## config.mk

```make
export PLATFORM = sky130hd
export DESIGN_NAME = spi_cmd_top
export DESIGN_NICKNAME = d
export VERILOG_FILES = /design/src/spi_cmd_pkg.sv /design/src/spi_cmd_top.sv /design/src/spi_shifter.sv /design/src/spi_cmd_engine.sv /design/src/wb_arbiter.sv
export SDC_FILE = /design/constraint.sdc
export NUM_CORES = 1
export LEC_CHECK = 0
export BUFFER_PORTS_ARGS = -buffer_cell sky130_fd_sc_hd__buf_2
export CAP_MARGIN = 20
export CELL_PAD_IN_SITES_DETAIL_PLACEMENT = 1
export CELL_PAD_IN_SITES_GLOBAL_PLACEMENT = 1
export CORE_MARGIN = 4
export CORE_UTILIZATION = 43
export CTS_BUF_LIST = sky130_fd_sc_hd__clkbuf_16
export CTS_CLUSTER_DIAMETER = 150
export DETAILED_ROUTE_END_ITERATION = 10
export GPL_TIMING_DRIVEN = 0
export PLACE_DENSITY_LB_ADDON = 0.1
export SLEW_MARGIN = 20
export SYNTH_ARGS = -nofsm -noshare
export SYNTH_HDL_FRONTEND = slang
export SYNTH_SLANG_ARGS = --single-unit
```

## constraint.sdc

```tcl
create_clock -name clk -period 2.2 [get_ports clk]
set_input_delay 0.22 -clock clk [delete_from_list [all_inputs] [get_ports clk]]
set_output_delay 0.22 -clock clk [all_outputs]
set_load 0.005 [all_outputs]
```

## src/spi_cmd_pkg.sv

```systemverilog
`default_nettype none

package spi_cmd_pkg;

  // ####################################################################
  // Command word layout
  // ####################################################################

  localparam int CMD_W   = 12;  // Opcode, address, data
  localparam int ADDR_W  = 3;
  localparam int DATA_W  = 8;
  localparam int RHEAD_W = 4;   // Opcode plus address only

  // ####################################################################
  // Default timing
  // ####################################################################

  localparam int CLK_DIV_DEF  = 4;   // clk cycles per SCLK half period
  localparam int READ_GAP_DEF = 16;  // CS high between read frames

  // ####################################################################
  // Encodings
  // ####################################################################

  typedef enum logic {
    OP_READ  = 1'b0,
    OP_WRITE = 1'b1
  } cmd_op_e;

  typedef enum logic [3:0] {
    ST_IDLE   = 4'd0,
    ST_LOAD   = 4'd1,
    ST_WFRAME = 4'd2,
    ST_RHEAD  = 4'd3,
    ST_RGAP   = 4'd4,
    ST_RDATA  = 4'd5,
    ST_DONE   = 4'd6
  } eng_state_e;

endpackage

`default_nettype wire
```

## src/spi_cmd_top.sv

```systemverilog
`default_nettype none

module spi_cmd_top
  import spi_cmd_pkg::*;
#(
  parameter int CLK_DIV  = CLK_DIV_DEF,
  parameter int READ_GAP = READ_GAP_DEF
) (
  input  logic              clk,
  input  logic              rst_n,
  // Wishbone port a
  input  logic              a_cyc,
  input  logic              a_stb,
  input  logic              a_we,
  input  logic [ADDR_W-1:0] a_adr,
  input  logic [DATA_W-1:0] a_dat_w,
  output logic [DATA_W-1:0] a_dat_r,
  output logic              a_ack,
  // Wishbone port b
  input  logic              b_cyc,
  input  logic              b_stb,
  input  logic              b_we,
  input  logic [ADDR_W-1:0] b_adr,
  input  logic [DATA_W-1:0] b_dat_w,
  output logic [DATA_W-1:0] b_dat_r,
  output logic              b_ack,
  // SPI pins
  input  logic              miso,
  output logic              cs_n,
  output logic              sclk,
  output logic              mosi
);

  logic              req;
  logic              req_we;
  logic [ADDR_W-1:0] req_adr;
  logic [DATA_W-1:0] req_dat;
  logic              done;
  logic [DATA_W-1:0] rd_data;
  logic              start;
  logic [3:0]        nbits;
  logic [CMD_W-1:0]  tx_word;
  logic              busy;
  logic              frame_done;
  logic [DATA_W-1:0] rx_byte;

  wb_arbiter u_arbiter (
    .clk     (clk),
    .rst_n   (rst_n),
    .a_cyc   (a_cyc),
    .a_stb   (a_stb),
    .a_we    (a_we),
    .a_adr   (a_adr),
    .a_dat_w (a_dat_w),
    .a_dat_r (a_dat_r),
    .a_ack   (a_ack),
    .b_cyc   (b_cyc),
    .b_stb   (b_stb),
    .b_we    (b_we),
    .b_adr   (b_adr),
    .b_dat_w (b_dat_w),
    .b_dat_r (b_dat_r),
    .b_ack   (b_ack),
    .req     (req),
    .req_we  (req_we),
    .req_adr (req_adr),
    .req_dat (req_dat),
    .done    (done),
    .rd_data (rd_data)
  );

  spi_cmd_engine #(
    .READ_GAP (READ_GAP)
  ) u_engine (
    .clk        (clk),
    .rst_n      (rst_n),
    .req        (req),
    .req_we     (req_we),
    .req_adr    (req_adr),
    .req_dat    (req_dat),
    .done       (done),
    .rd_data    (rd_data),
    .start      (start),
    .nbits      (nbits),
    .tx_word    (tx_word),
    .busy       (busy),
    .frame_done (frame_done),
    .rx_byte    (rx_byte)
  );

  spi_shifter #(
    .CLK_DIV (CLK_DIV)
  ) u_shifter (
    .clk        (clk),
    .rst_n      (rst_n),
    .start      (start),
    .nbits      (nbits),
    .tx_word    (tx_word),
    .miso       (miso),
    .busy       (busy),
    .frame_done (frame_done),
    .rx_byte    (rx_byte),
    .cs_n       (cs_n),
    .sclk       (sclk),
    .mosi       (mosi)
  );

endmodule

`default_nettype wire

```

## src/spi_shifter.sv

```systemverilog
`default_nettype none

module spi_shifter
  import spi_cmd_pkg::*;
#(
  parameter int CLK_DIV = CLK_DIV_DEF
) (
  input  logic              clk,
  input  logic              rst_n,
  input  logic              start,
  input  logic [3:0]        nbits,
  input  logic [CMD_W-1:0]  tx_word,  // MSB aligned
  input  logic              miso,
  output logic              busy,
  output logic              frame_done,
  output logic [DATA_W-1:0] rx_byte,
  output logic              cs_n,
  output logic              sclk,
  output logic              mosi
);

  localparam int               DIV_W     = $clog2(CLK_DIV);
  localparam logic [DIV_W-1:0] HALF_LAST = DIV_W'(CLK_DIV - 1);

  logic [DIV_W-1:0]  half_cnt;
  logic [3:0]        bit_cnt;   // Bits left incl. current
  logic [CMD_W-1:0]  tx_sr;
  logic [DATA_W-1:0] rx_sr;
  logic              half_end;
  logic              rise_evt;
  logic              fall_evt;
  logic              last_bit;

  assign half_end = busy && (half_cnt == HALF_LAST);
  assign rise_evt = half_end && !sclk;
  assign fall_evt = half_end && sclk;
  assign last_bit = (bit_cnt == 4'd1);
  assign rx_byte  = rx_sr;

  always_ff @(posedge clk or negedge rst_n)
  begin
    if (!rst_n)
    begin
      busy       <= 1'b0;
      frame_done <= 1'b0;
      cs_n       <= 1'b1;
      sclk       <= 1'b0;
      mosi       <= 1'b0;
      half_cnt   <= '0;
      bit_cnt    <= '0;
    end
    else
    begin
      frame_done <= 1'b0;
      if (start)
      begin
        busy     <= 1'b1;
        cs_n     <= 1'b0;
        sclk     <= 1'b0;
        mosi     <= tx_word[CMD_W-1];  // First bit ahead of first rise
        half_cnt <= '0;
        bit_cnt  <= nbits;
      end
      else if (busy)
      begin
        half_cnt <= half_end ? '0 : half_cnt + 1'b1;
        if (rise_evt)
          sclk <= 1'b1;
        else if (fall_evt)
        begin
          sclk <= 1'b0;
          if (last_bit)
          begin
            busy       <= 1'b0;
            cs_n       <= 1'b1;
            mosi       <= 1'b0;
            frame_done <= 1'b1;
          end
          else
          begin
            bit_cnt <= bit_cnt - 1'b1;
            mosi    <= tx_sr[CMD_W-1];  // Next bit after falling edge
          end
        end
      end
    end
  end

  always_ff @(posedge clk)
  begin
    if (start)
      tx_sr <= {tx_word[CMD_W-2:0], 1'b0};
    else if (fall_evt)
      tx_sr <= {tx_sr[CMD_W-2:0], 1'b0};
    if (rise_evt)
      rx_sr <= {rx_sr[DATA_W-2:0], miso};  // Sample on rising edge
  end

endmodule

`default_nettype wire

```

## src/spi_cmd_engine.sv

```systemverilog
`default_nettype none

module spi_cmd_engine
  import spi_cmd_pkg::*;
#(
  parameter int READ_GAP = READ_GAP_DEF
) (
  input  logic              clk,
  input  logic              rst_n,
  // From arbiter
  input  logic              req,
  input  logic              req_we,
  input  logic [ADDR_W-1:0] req_adr,
  input  logic [DATA_W-1:0] req_dat,
  output logic              done,
  output logic [DATA_W-1:0] rd_data,
  // To shifter
  output logic              start,
  output logic [3:0]        nbits,
  output logic [CMD_W-1:0]  tx_word,
  input  logic              busy,
  input  logic              frame_done,
  input  logic [DATA_W-1:0] rx_byte
);

  // Gap counter ends one cycle early since start is combinational
  // and cs_n already rose together with frame_done
  localparam int               GAP_W    = $clog2(READ_GAP);
  localparam logic [GAP_W-1:0] GAP_LAST = GAP_W'(READ_GAP - 2);

  eng_state_e       state;
  eng_state_e       state_nxt;
  logic [CMD_W-1:0] cmd_word;
  logic [GAP_W-1:0] gap_cnt;
  cmd_op_e          req_op;
  cmd_op_e          cmd_op;
  logic             gap_end;

  assign req_op  = req_we ? OP_WRITE : OP_READ;
  assign cmd_op  = cmd_op_e'(cmd_word[CMD_W-1]);
  assign gap_end = (state == ST_RGAP) && (gap_cnt == GAP_LAST);

  // ####################################################################
  // State machine
  // ####################################################################

  always_ff @(posedge clk or negedge rst_n)
  begin
    if (!rst_n)
      state <= ST_IDLE;
    else
      state <= state_nxt;
  end

  always_comb
  begin
    state_nxt = state;
    case (state)
      ST_IDLE:
        if (req)
          state_nxt = ST_LOAD;
      ST_LOAD:
        if (!busy)
          state_nxt = (cmd_op == OP_WRITE) ? ST_WFRAME : ST_RHEAD;
      ST_WFRAME:
        if (frame_done)
          state_nxt = ST_DONE;
      ST_RHEAD:
        if (frame_done)
          state_nxt = ST_RGAP;
      ST_RGAP:
        if (gap_end)
          state_nxt = ST_RDATA;
      ST_RDATA:
        if (frame_done)
          state_nxt = ST_DONE;
      ST_DONE:
        state_nxt = ST_IDLE;
      default:
        state_nxt = ST_IDLE;
    endcase
  end

  always_ff @(posedge clk or negedge rst_n)
  begin
    if (!rst_n)
      gap_cnt <= '0;
    else if (state == ST_RGAP)
      gap_cnt <= gap_cnt + 1'b1;
    else
      gap_cnt <= '0;
  end

  // ####################################################################
  // Command word and read data
  // ####################################################################

  always_ff @(posedge clk)
  begin
    if (state == ST_IDLE && req)
      cmd_word <= {req_op, req_adr, req_dat};
    if (state == ST_RDATA && frame_done)
      rd_data <= rx_byte;  // Last byte clocked in
  end

  // ####################################################################
  // Shifter control
  // ####################################################################

  assign start = ((state == ST_LOAD) && !busy) || gap_end;
  assign done  = (state == ST_DONE);

  always_comb
  begin
    if (state == ST_RGAP)
    begin
      nbits   = 4'(DATA_W);  // Receive frame, MOSI idle low
      tx_word = '0;
    end
    else if (cmd_op == OP_WRITE)
    begin
      nbits   = 4'(CMD_W);
      tx_word = cmd_word;
    end
    else
    begin
      nbits   = 4'(RHEAD_W);  // Upper bits only
      tx_word = cmd_word;
    end
  end

endmodule

`default_nettype wire

```

## src/wb_arbiter.sv

```systemverilog
`default_nettype none

module wb_arbiter
  import spi_cmd_pkg::*;
(
  input  logic              clk,
  input  logic              rst_n,
  // Port a
  input  logic              a_cyc,
  input  logic              a_stb,
  input  logic              a_we,
  input  logic [ADDR_W-1:0] a_adr,
  input  logic [DATA_W-1:0] a_dat_w,
  output logic [DATA_W-1:0] a_dat_r,
  output logic              a_ack,
  // Port b
  input  logic              b_cyc,
  input  logic              b_stb,
  input  logic              b_we,
  input  logic [ADDR_W-1:0] b_adr,
  input  logic [DATA_W-1:0] b_dat_w,
  output logic [DATA_W-1:0] b_dat_r,
  output logic              b_ack,
  // Engine side
  output logic              req,
  output logic              req_we,
  output logic [ADDR_W-1:0] req_adr,
  output logic [DATA_W-1:0] req_dat,
  input  logic              done,
  input  logic [DATA_W-1:0] rd_data
);

  logic busy;    // A transaction is with the engine
  logic gnt;     // 0 = port a, 1 = port b
  logic last_b;  // Port b was served last
  logic a_req;
  logic b_req;
  logic pick_b;

  assign a_req = a_cyc && a_stb;
  assign b_req = b_cyc && b_stb;

  // Round robin when both ask
  assign pick_b = b_req && (!a_req || !last_b);

  always_ff @(posedge clk or negedge rst_n)
  begin
    if (!rst_n)
    begin
      busy   <= 1'b0;
      gnt    <= 1'b0;
      last_b <= 1'b1;  // Port a goes first
    end
    else if (!busy)
    begin
      if (a_req || b_req)
      begin
        busy <= 1'b1;
        gnt  <= pick_b;
      end
    end
    else if (done)
    begin
      busy   <= 1'b0;
      last_b <= gnt;
    end
  end

  // ####################################################################
  // Request mux and response steering
  // ####################################################################

  assign req     = busy;
  assign req_we  = gnt ? b_we    : a_we;
  assign req_adr = gnt ? b_adr   : a_adr;
  assign req_dat = gnt ? b_dat_w : a_dat_w;

  assign a_ack   = done && busy && !gnt;
  assign b_ack   = done && busy && gnt;
  assign a_dat_r = gnt ? '0 : rd_data;
  assign b_dat_r = gnt ? rd_data : '0;

endmodule

`default_nettype wire

```

# After elaboration in Yosys (flattened, before gate mapping)
# Cells that the tools add are included.
word_totals:
  register_bits: 61
  elab_cells: 124
op_classes:
  addsub: 3
  n_eq_ne: 16
  n_mux: 54
  n_bitwise: 1
  reduce_logical: 34
op_table:
  columns: ["op", "n"]
  rows:
  - ["$mux 4", 13]
  - ["$mux 12", 3]
  - ["$mux 1", 30]
  - ["$mux 8", 3]
  - ["$pmux 4 s5", 1]
  - ["$logic_and 1x1->1", 13]
  - ["$eq 4x3->1 const B", 3]
  - ["$eq 4x1->1 const B", 2]
  - ["$eq 4x2->1 const B", 2]
  - ["$ne 2x2->1 const B", 4]
  - ["$reduce_and 4->1", 2]
  - ["$mux 2", 3]
  - ["$ne 2x1->1 const B", 3]
  - ["$reduce_and 2->1", 3]
  - ["$reduce_bool 2->1", 3]
  - ["$logic_not 1->1", 5]
  - ["$reduce_and 5->1", 1]
  - ["$add 4x1->4 const B", 1]
  - ["$eq 4x4->1 const B", 1]
  - ["$logic_not 4->1", 1]
  - ["$sub 4x1->4 const B", 1]
  - ["$logic_or 1x1->1", 3]
  - ["$mux 3", 1]
  - ["$reduce_and 3->1", 1]
  - ["5 further kinds", 5]

# Logic depth before layout (Yosys ltp)
depth:
  word_depth: 7
  mapped_depth: 6
  ltp_nobuf: 6

# Hierarchy
# Synthesis repeated with hierarchy kept, for this count alone.
unflattened:
  cells_unflattened: 216
  area_unflattened_um2: 2836.5
modules_own_cells:
  columns: ["module", "n_inst", "cells_each", "area_per_inst_um2", "seq_area_each_um2"]
  rows:
  - ["spi_shifter", 1, 88, 1252.5, 847.1]
  - ["spi_cmd_engine", 1, 84, 1136.1, 775.7]
  - ["wb_arbiter", 1, 44, 447.9, 76.3]

# Worst setup path before layout
# No wires, ideal clock.
synth_timing:
  path_kind: "register -> register"
  from: "register u_engine.state[0]"
  to: "register u_shifter.tx_sr[10], enable pin"
  t_arrival_ns: 1.456
  required_time_ns: 1.855
  setup_slack_ns: 0.399
  path_stages_with_launch: 6
  synth_period_minus_slack_ns: 1.801
  path_cell_list: "dfrtp_1 > buf_6 > or3b_1 > buf_2 > nor2_1 > or3_1"
synth_between:
  elab_chain_cells: 4
  elab_cells_between_ends: 6
synth_rtl:
  columns: ["element", "line", "source"]
  rows:
  - ["start, declared", "spi_cmd_engine.sv:31", "eng_state_e state;"]
  - ["start signal, assigned", "spi_cmd_engine.sv:52", "state <= state_nxt;"]
  - ["$eq 4x1->1 / $eq 4x3->1 (equally long branches)", "spi_cmd_engine.sv:110, spi_cmd_engine.sv:41", null]
  - ["$logic_and 1x1->1 (on tied branches)", "spi_cmd_engine.sv:110, spi_cmd_engine.sv:41", null]
  - ["$logic_or 1x1->1 *", "spi_cmd_engine.sv:110", "assign start = ((state == ST_LOAD) && !busy) || gap_end;"]
  - ["$reduce_bool 2->1 (no line) *", null, null]
  - ["end signal, assigned", "spi_shifter.sv:92", "tx_sr <= {tx_word[CMD_W-2:0], 1'b0};"]
  - ["end signal, assigned", "spi_shifter.sv:94", "tx_sr <= {tx_sr[CMD_W-2:0], 1'b0};"]
  - ["end, declared", "spi_shifter.sv:27", "logic [CMD_W-1:0] tx_sr;"]
# Mark *: on every way between the ends. The rest lies on a longest branch, timed or not.
# A chain may end at the register's enable or synchronous reset.

# Worst setup path in the final report
layout_timing:
  from: "register u_engine.state[0]"
  to: "register u_shifter.tx_sr[8], enable pin"
# The elaborated chain is that of the path after synthesis.

==> metrics <==
Peak VDD IR=between 0.5 and 0.6 mV; initial antenna violation count=0; DIE AREA=0.00754 mm2; share of cells above drive strength 1=about 29%; critical path's slowest cell=or3_1; worst r2r src=u_engine.state[0]; share of power burned in registers=around 42%; Fin Setup TNS=0 ns; library cells used by synthesis=37; most numerous cell in the Yosys netlist=edfxtp_1; clock latency on the worst-skew pair=about 0.32 ns; nets=315; synthesized area=between 0.002 and 0.003 mm2; worst hold path class=input port to flip-flop; number of flops mapped to enable cells by yosys=39; post_cts resized=0; vias in the first global route=~1800; CTS Buf Count=9; cells on worst reg2reg path=5; Yosys warning count=0; Setup crit end=u_shifter.tx_sr[8]; post-DP HPWL=about 3800 um; CTS Sinks=60; Net Sw Frac=a little under a third; post-synth top area share=~44%; worst flop-to-flop path endpoint=u_shifter.tx_sr[8]; Final setup viols=0; crit path launch type=flip-flop; first-pass GRT wire length=just under 9000 um; Seq/Total Area, Yosys=a little under two thirds; R2R setup slack=0.17 ns; Fmax=0.493 GHz; Main synth FF type=edfxtp_1; Slew headroom=between 50% and 60%; post-route ant nets=0; Seq cells post-synth=60; Worst-Margin Slew=roughly 0.7 ns; DRC Markers=0; # diodes=0; Gate Count Post-Synth=215; Fin Clk Skew=0.00881 ns; WS Path Type=flip-flop to flip-flop; Routability Congestion=~0.71; fraction of the cycle the final worst path needs=between 90% and 100%; final wirelength=5340 um; Synth area leaders=edfxtp_1 (44%), dfrtp_1 (18%), mux2_2 (5.5%); maxcap violations=0; pwr dens=roughly 1300 mW/mm2; filler instances=653; wire per inst=between 10 and 15 um; Syn Nets=between 200 and 300; port bufs=51; net load switching power=between 0.001 and 0.0015 W; leakage=1.40 nW; arrival time at the worst endpoint=between 1.5 and 2 ns; ys async rst share=between 30% and 40%; leading area contributor after synthesis=edfxtp_1; total number of vias=~1800; Die H=86.8 um; core area=roughly 0.0060 mm2; status=finished clean; Combinational Power Share=between 20 and 30%; final hold vios=0; row count=28; drt pass-1 iters=4; I/O Pins=52; Clock Tree Buf Depth=2; total grt overflow=0; GRT Total Usage=~16%; Starting Density=around 45%; Root Buffer=clkbuf_16; critical path, cell by cell=buf_6, or3b_1, buf_2, nor2_1, or3_1; Final min period=between 2 and 2.5 ns; CTS tree=built; Cell Int Power=0.00301 W; top cells by count, synth=edfxtp_1 (39), nand2_1 (26), nor2_1 (20), dfrtp_1 (19), mux2_2 (13); slowest stage delay, CP=approximately 0.44 ns; Via-to-Cell Ratio=4.95; Setup crit end kind=flip-flop; Max H-tree Level=3; hold slack=roughly 0.078 ns; crit path from=u_engine.state[0]; chip width=around 87 um; largest net degree at the start of global routing=22; Clock Power Share=30.3%; Max Slew Vio Count=0; Syn Area/Cell=between 10 and 15 um2; synthesis-to-layout area growth=23.9%; RSZ-0062 raised after global routing=false; clock-pin slew on the worst setup and hold paths=~0.050 ns; DRT iter0 DRCs=103; required time worst endpoint=around 2.2 ns; crit-path max FO=11
==> power by group through the flow <==
stage	Combinational (W)	Clock (W)	Sequential (W)
after floorplan	0.000864	0	0.00177
after global placement	0.00115	0	0.00183
after detailed placement	0.00120	0	0.00185
after CTS	0.00122	0.00135	0.00183
after global routing	0.00135	0.00141	0.00187
final	0.00119	0.00131	0.00183
==> routing by layer <==
layer,global-route usage (%),up-vias,share of wire [%],wire length (um)
met5,0,-,0,0
met4,6.80,0,1.7,93
met3,5.32,10,6.1,326
met2,24.2,52,47,2520
met1,19.8,833,45,2390
li1,-,877,-,-
==> worst min path at each step <==
stage,from,to,cells past startpoint
finish,miso,u_shifter.rx_byte[0],1
global route,miso,u_shifter.rx_byte[0],1
CTS,miso,u_shifter.rx_byte[0],1
detailed placement,rst_n,u_engine.gap_cnt[2],1
global placement,rst_n,u_engine.gap_cnt[2],1
floorplan,rst_n,u_arbiter.gnt,0
==> critical path: cells and delay by family, from the launching register on <==
family / cells / cell delay [ns]
and+or+nand+nor: 3 / 0.99
buffers and inverters: 2 / 0.31
DFF: 1 / 0.36
==> sequential cells by signal, summed over array words and instances (netlist names) <==
register              count
u_arbiter.gnt             1
u_shifter.frame_done      1
u_shifter.half_cnt        2
u_arbiter.req             1
u_arbiter.last_b          1
u_engine.state            3
u_shifter.rx_byte         8
u_shifter.sclk            1
u_engine.gap_cnt          4
u_shifter.cs_n            1
u_engine.cmd_word        12
u_shifter.mosi            1
u_shifter.bit_cnt         4
u_shifter.tx_sr          11
u_engine.rd_data          8
u_shifter.busy            1
==> cells by family (layout without fill, tap and decap cells) <==
kind of cell / count (synthesis) / count (layout) / share of synthesized area, %
mux: 17 / 17 / 7.16
buf+inv: 13 / 81 / 2.20
fa+ha+maj: 6 / 6 / 2.81
xor+xnor: 6 / 6 / 1.97
simple gates: 87 / 87 / 16.2
compound gates: 26 / 26 / 6.13
flops: 60 / 60 / 63.6
==> cell usage in the layout (no fill, tap or decap), types with 4 or more instances in the layout <==
cell,instances
nor2_1,20
o21ai_1,12
nand2_1,26
mux2_2,13
inv_1,9
ha_1,6
nor2b_1,10
mux2_1,4
edfxtp_1,39
dfrtp_1,19
clkbuf_16,9
a21oi_1,6
nand3_1,6
buf_2,53
clkbuf_1,4
and2_1,11
==> area by class of cell <==
| cell class | instances | area, um2 | area share, % |
|---|---|---|---|
| plain buffers | 8 | 40.0 | 1.21 |
| clock buffers | 9 | 225 | 6.80 |
| clock inverters | 7 | 53.8 | 1.63 |
| inverters | 5 | 18.8 | 0.567 |
| multi-input cells | 142 | 915 | 27.6 |
| flip-flops and latches | 60 | 1700 | 51.3 |
| well taps | 75 | 93.8 | 2.83 |
| repair buffers | 52 | 265 | 8.01 |
==> stage by stage <==
step | setup slack (ns) | power [W] | cells | area, um2 | util (%)
after floorplan | 0.399 | 0.00264 | 215 | 2670 | -
after global placement | 0.136 | 0.00299 | 341 | 3020 | 50.4
after detailed placement | 0.140 | 0.00305 | 341 | 3020 | 50.4
after CTS | 0.110 | 0.00440 | 358 | 3310 | 55.3
after global routing | 0.0318 | 0.00463 | 358 | 3310 | 55.3
final | 0.173 | 0.00432 | 358 | 3310 | 55.3
==> timing repair <==
action	4_1_cts	5_1_grt
hold buffers	1	0
buffers inserted	0	0
endpoints found under the hold margin	19	0
Power figures use the tool's default switching activity.
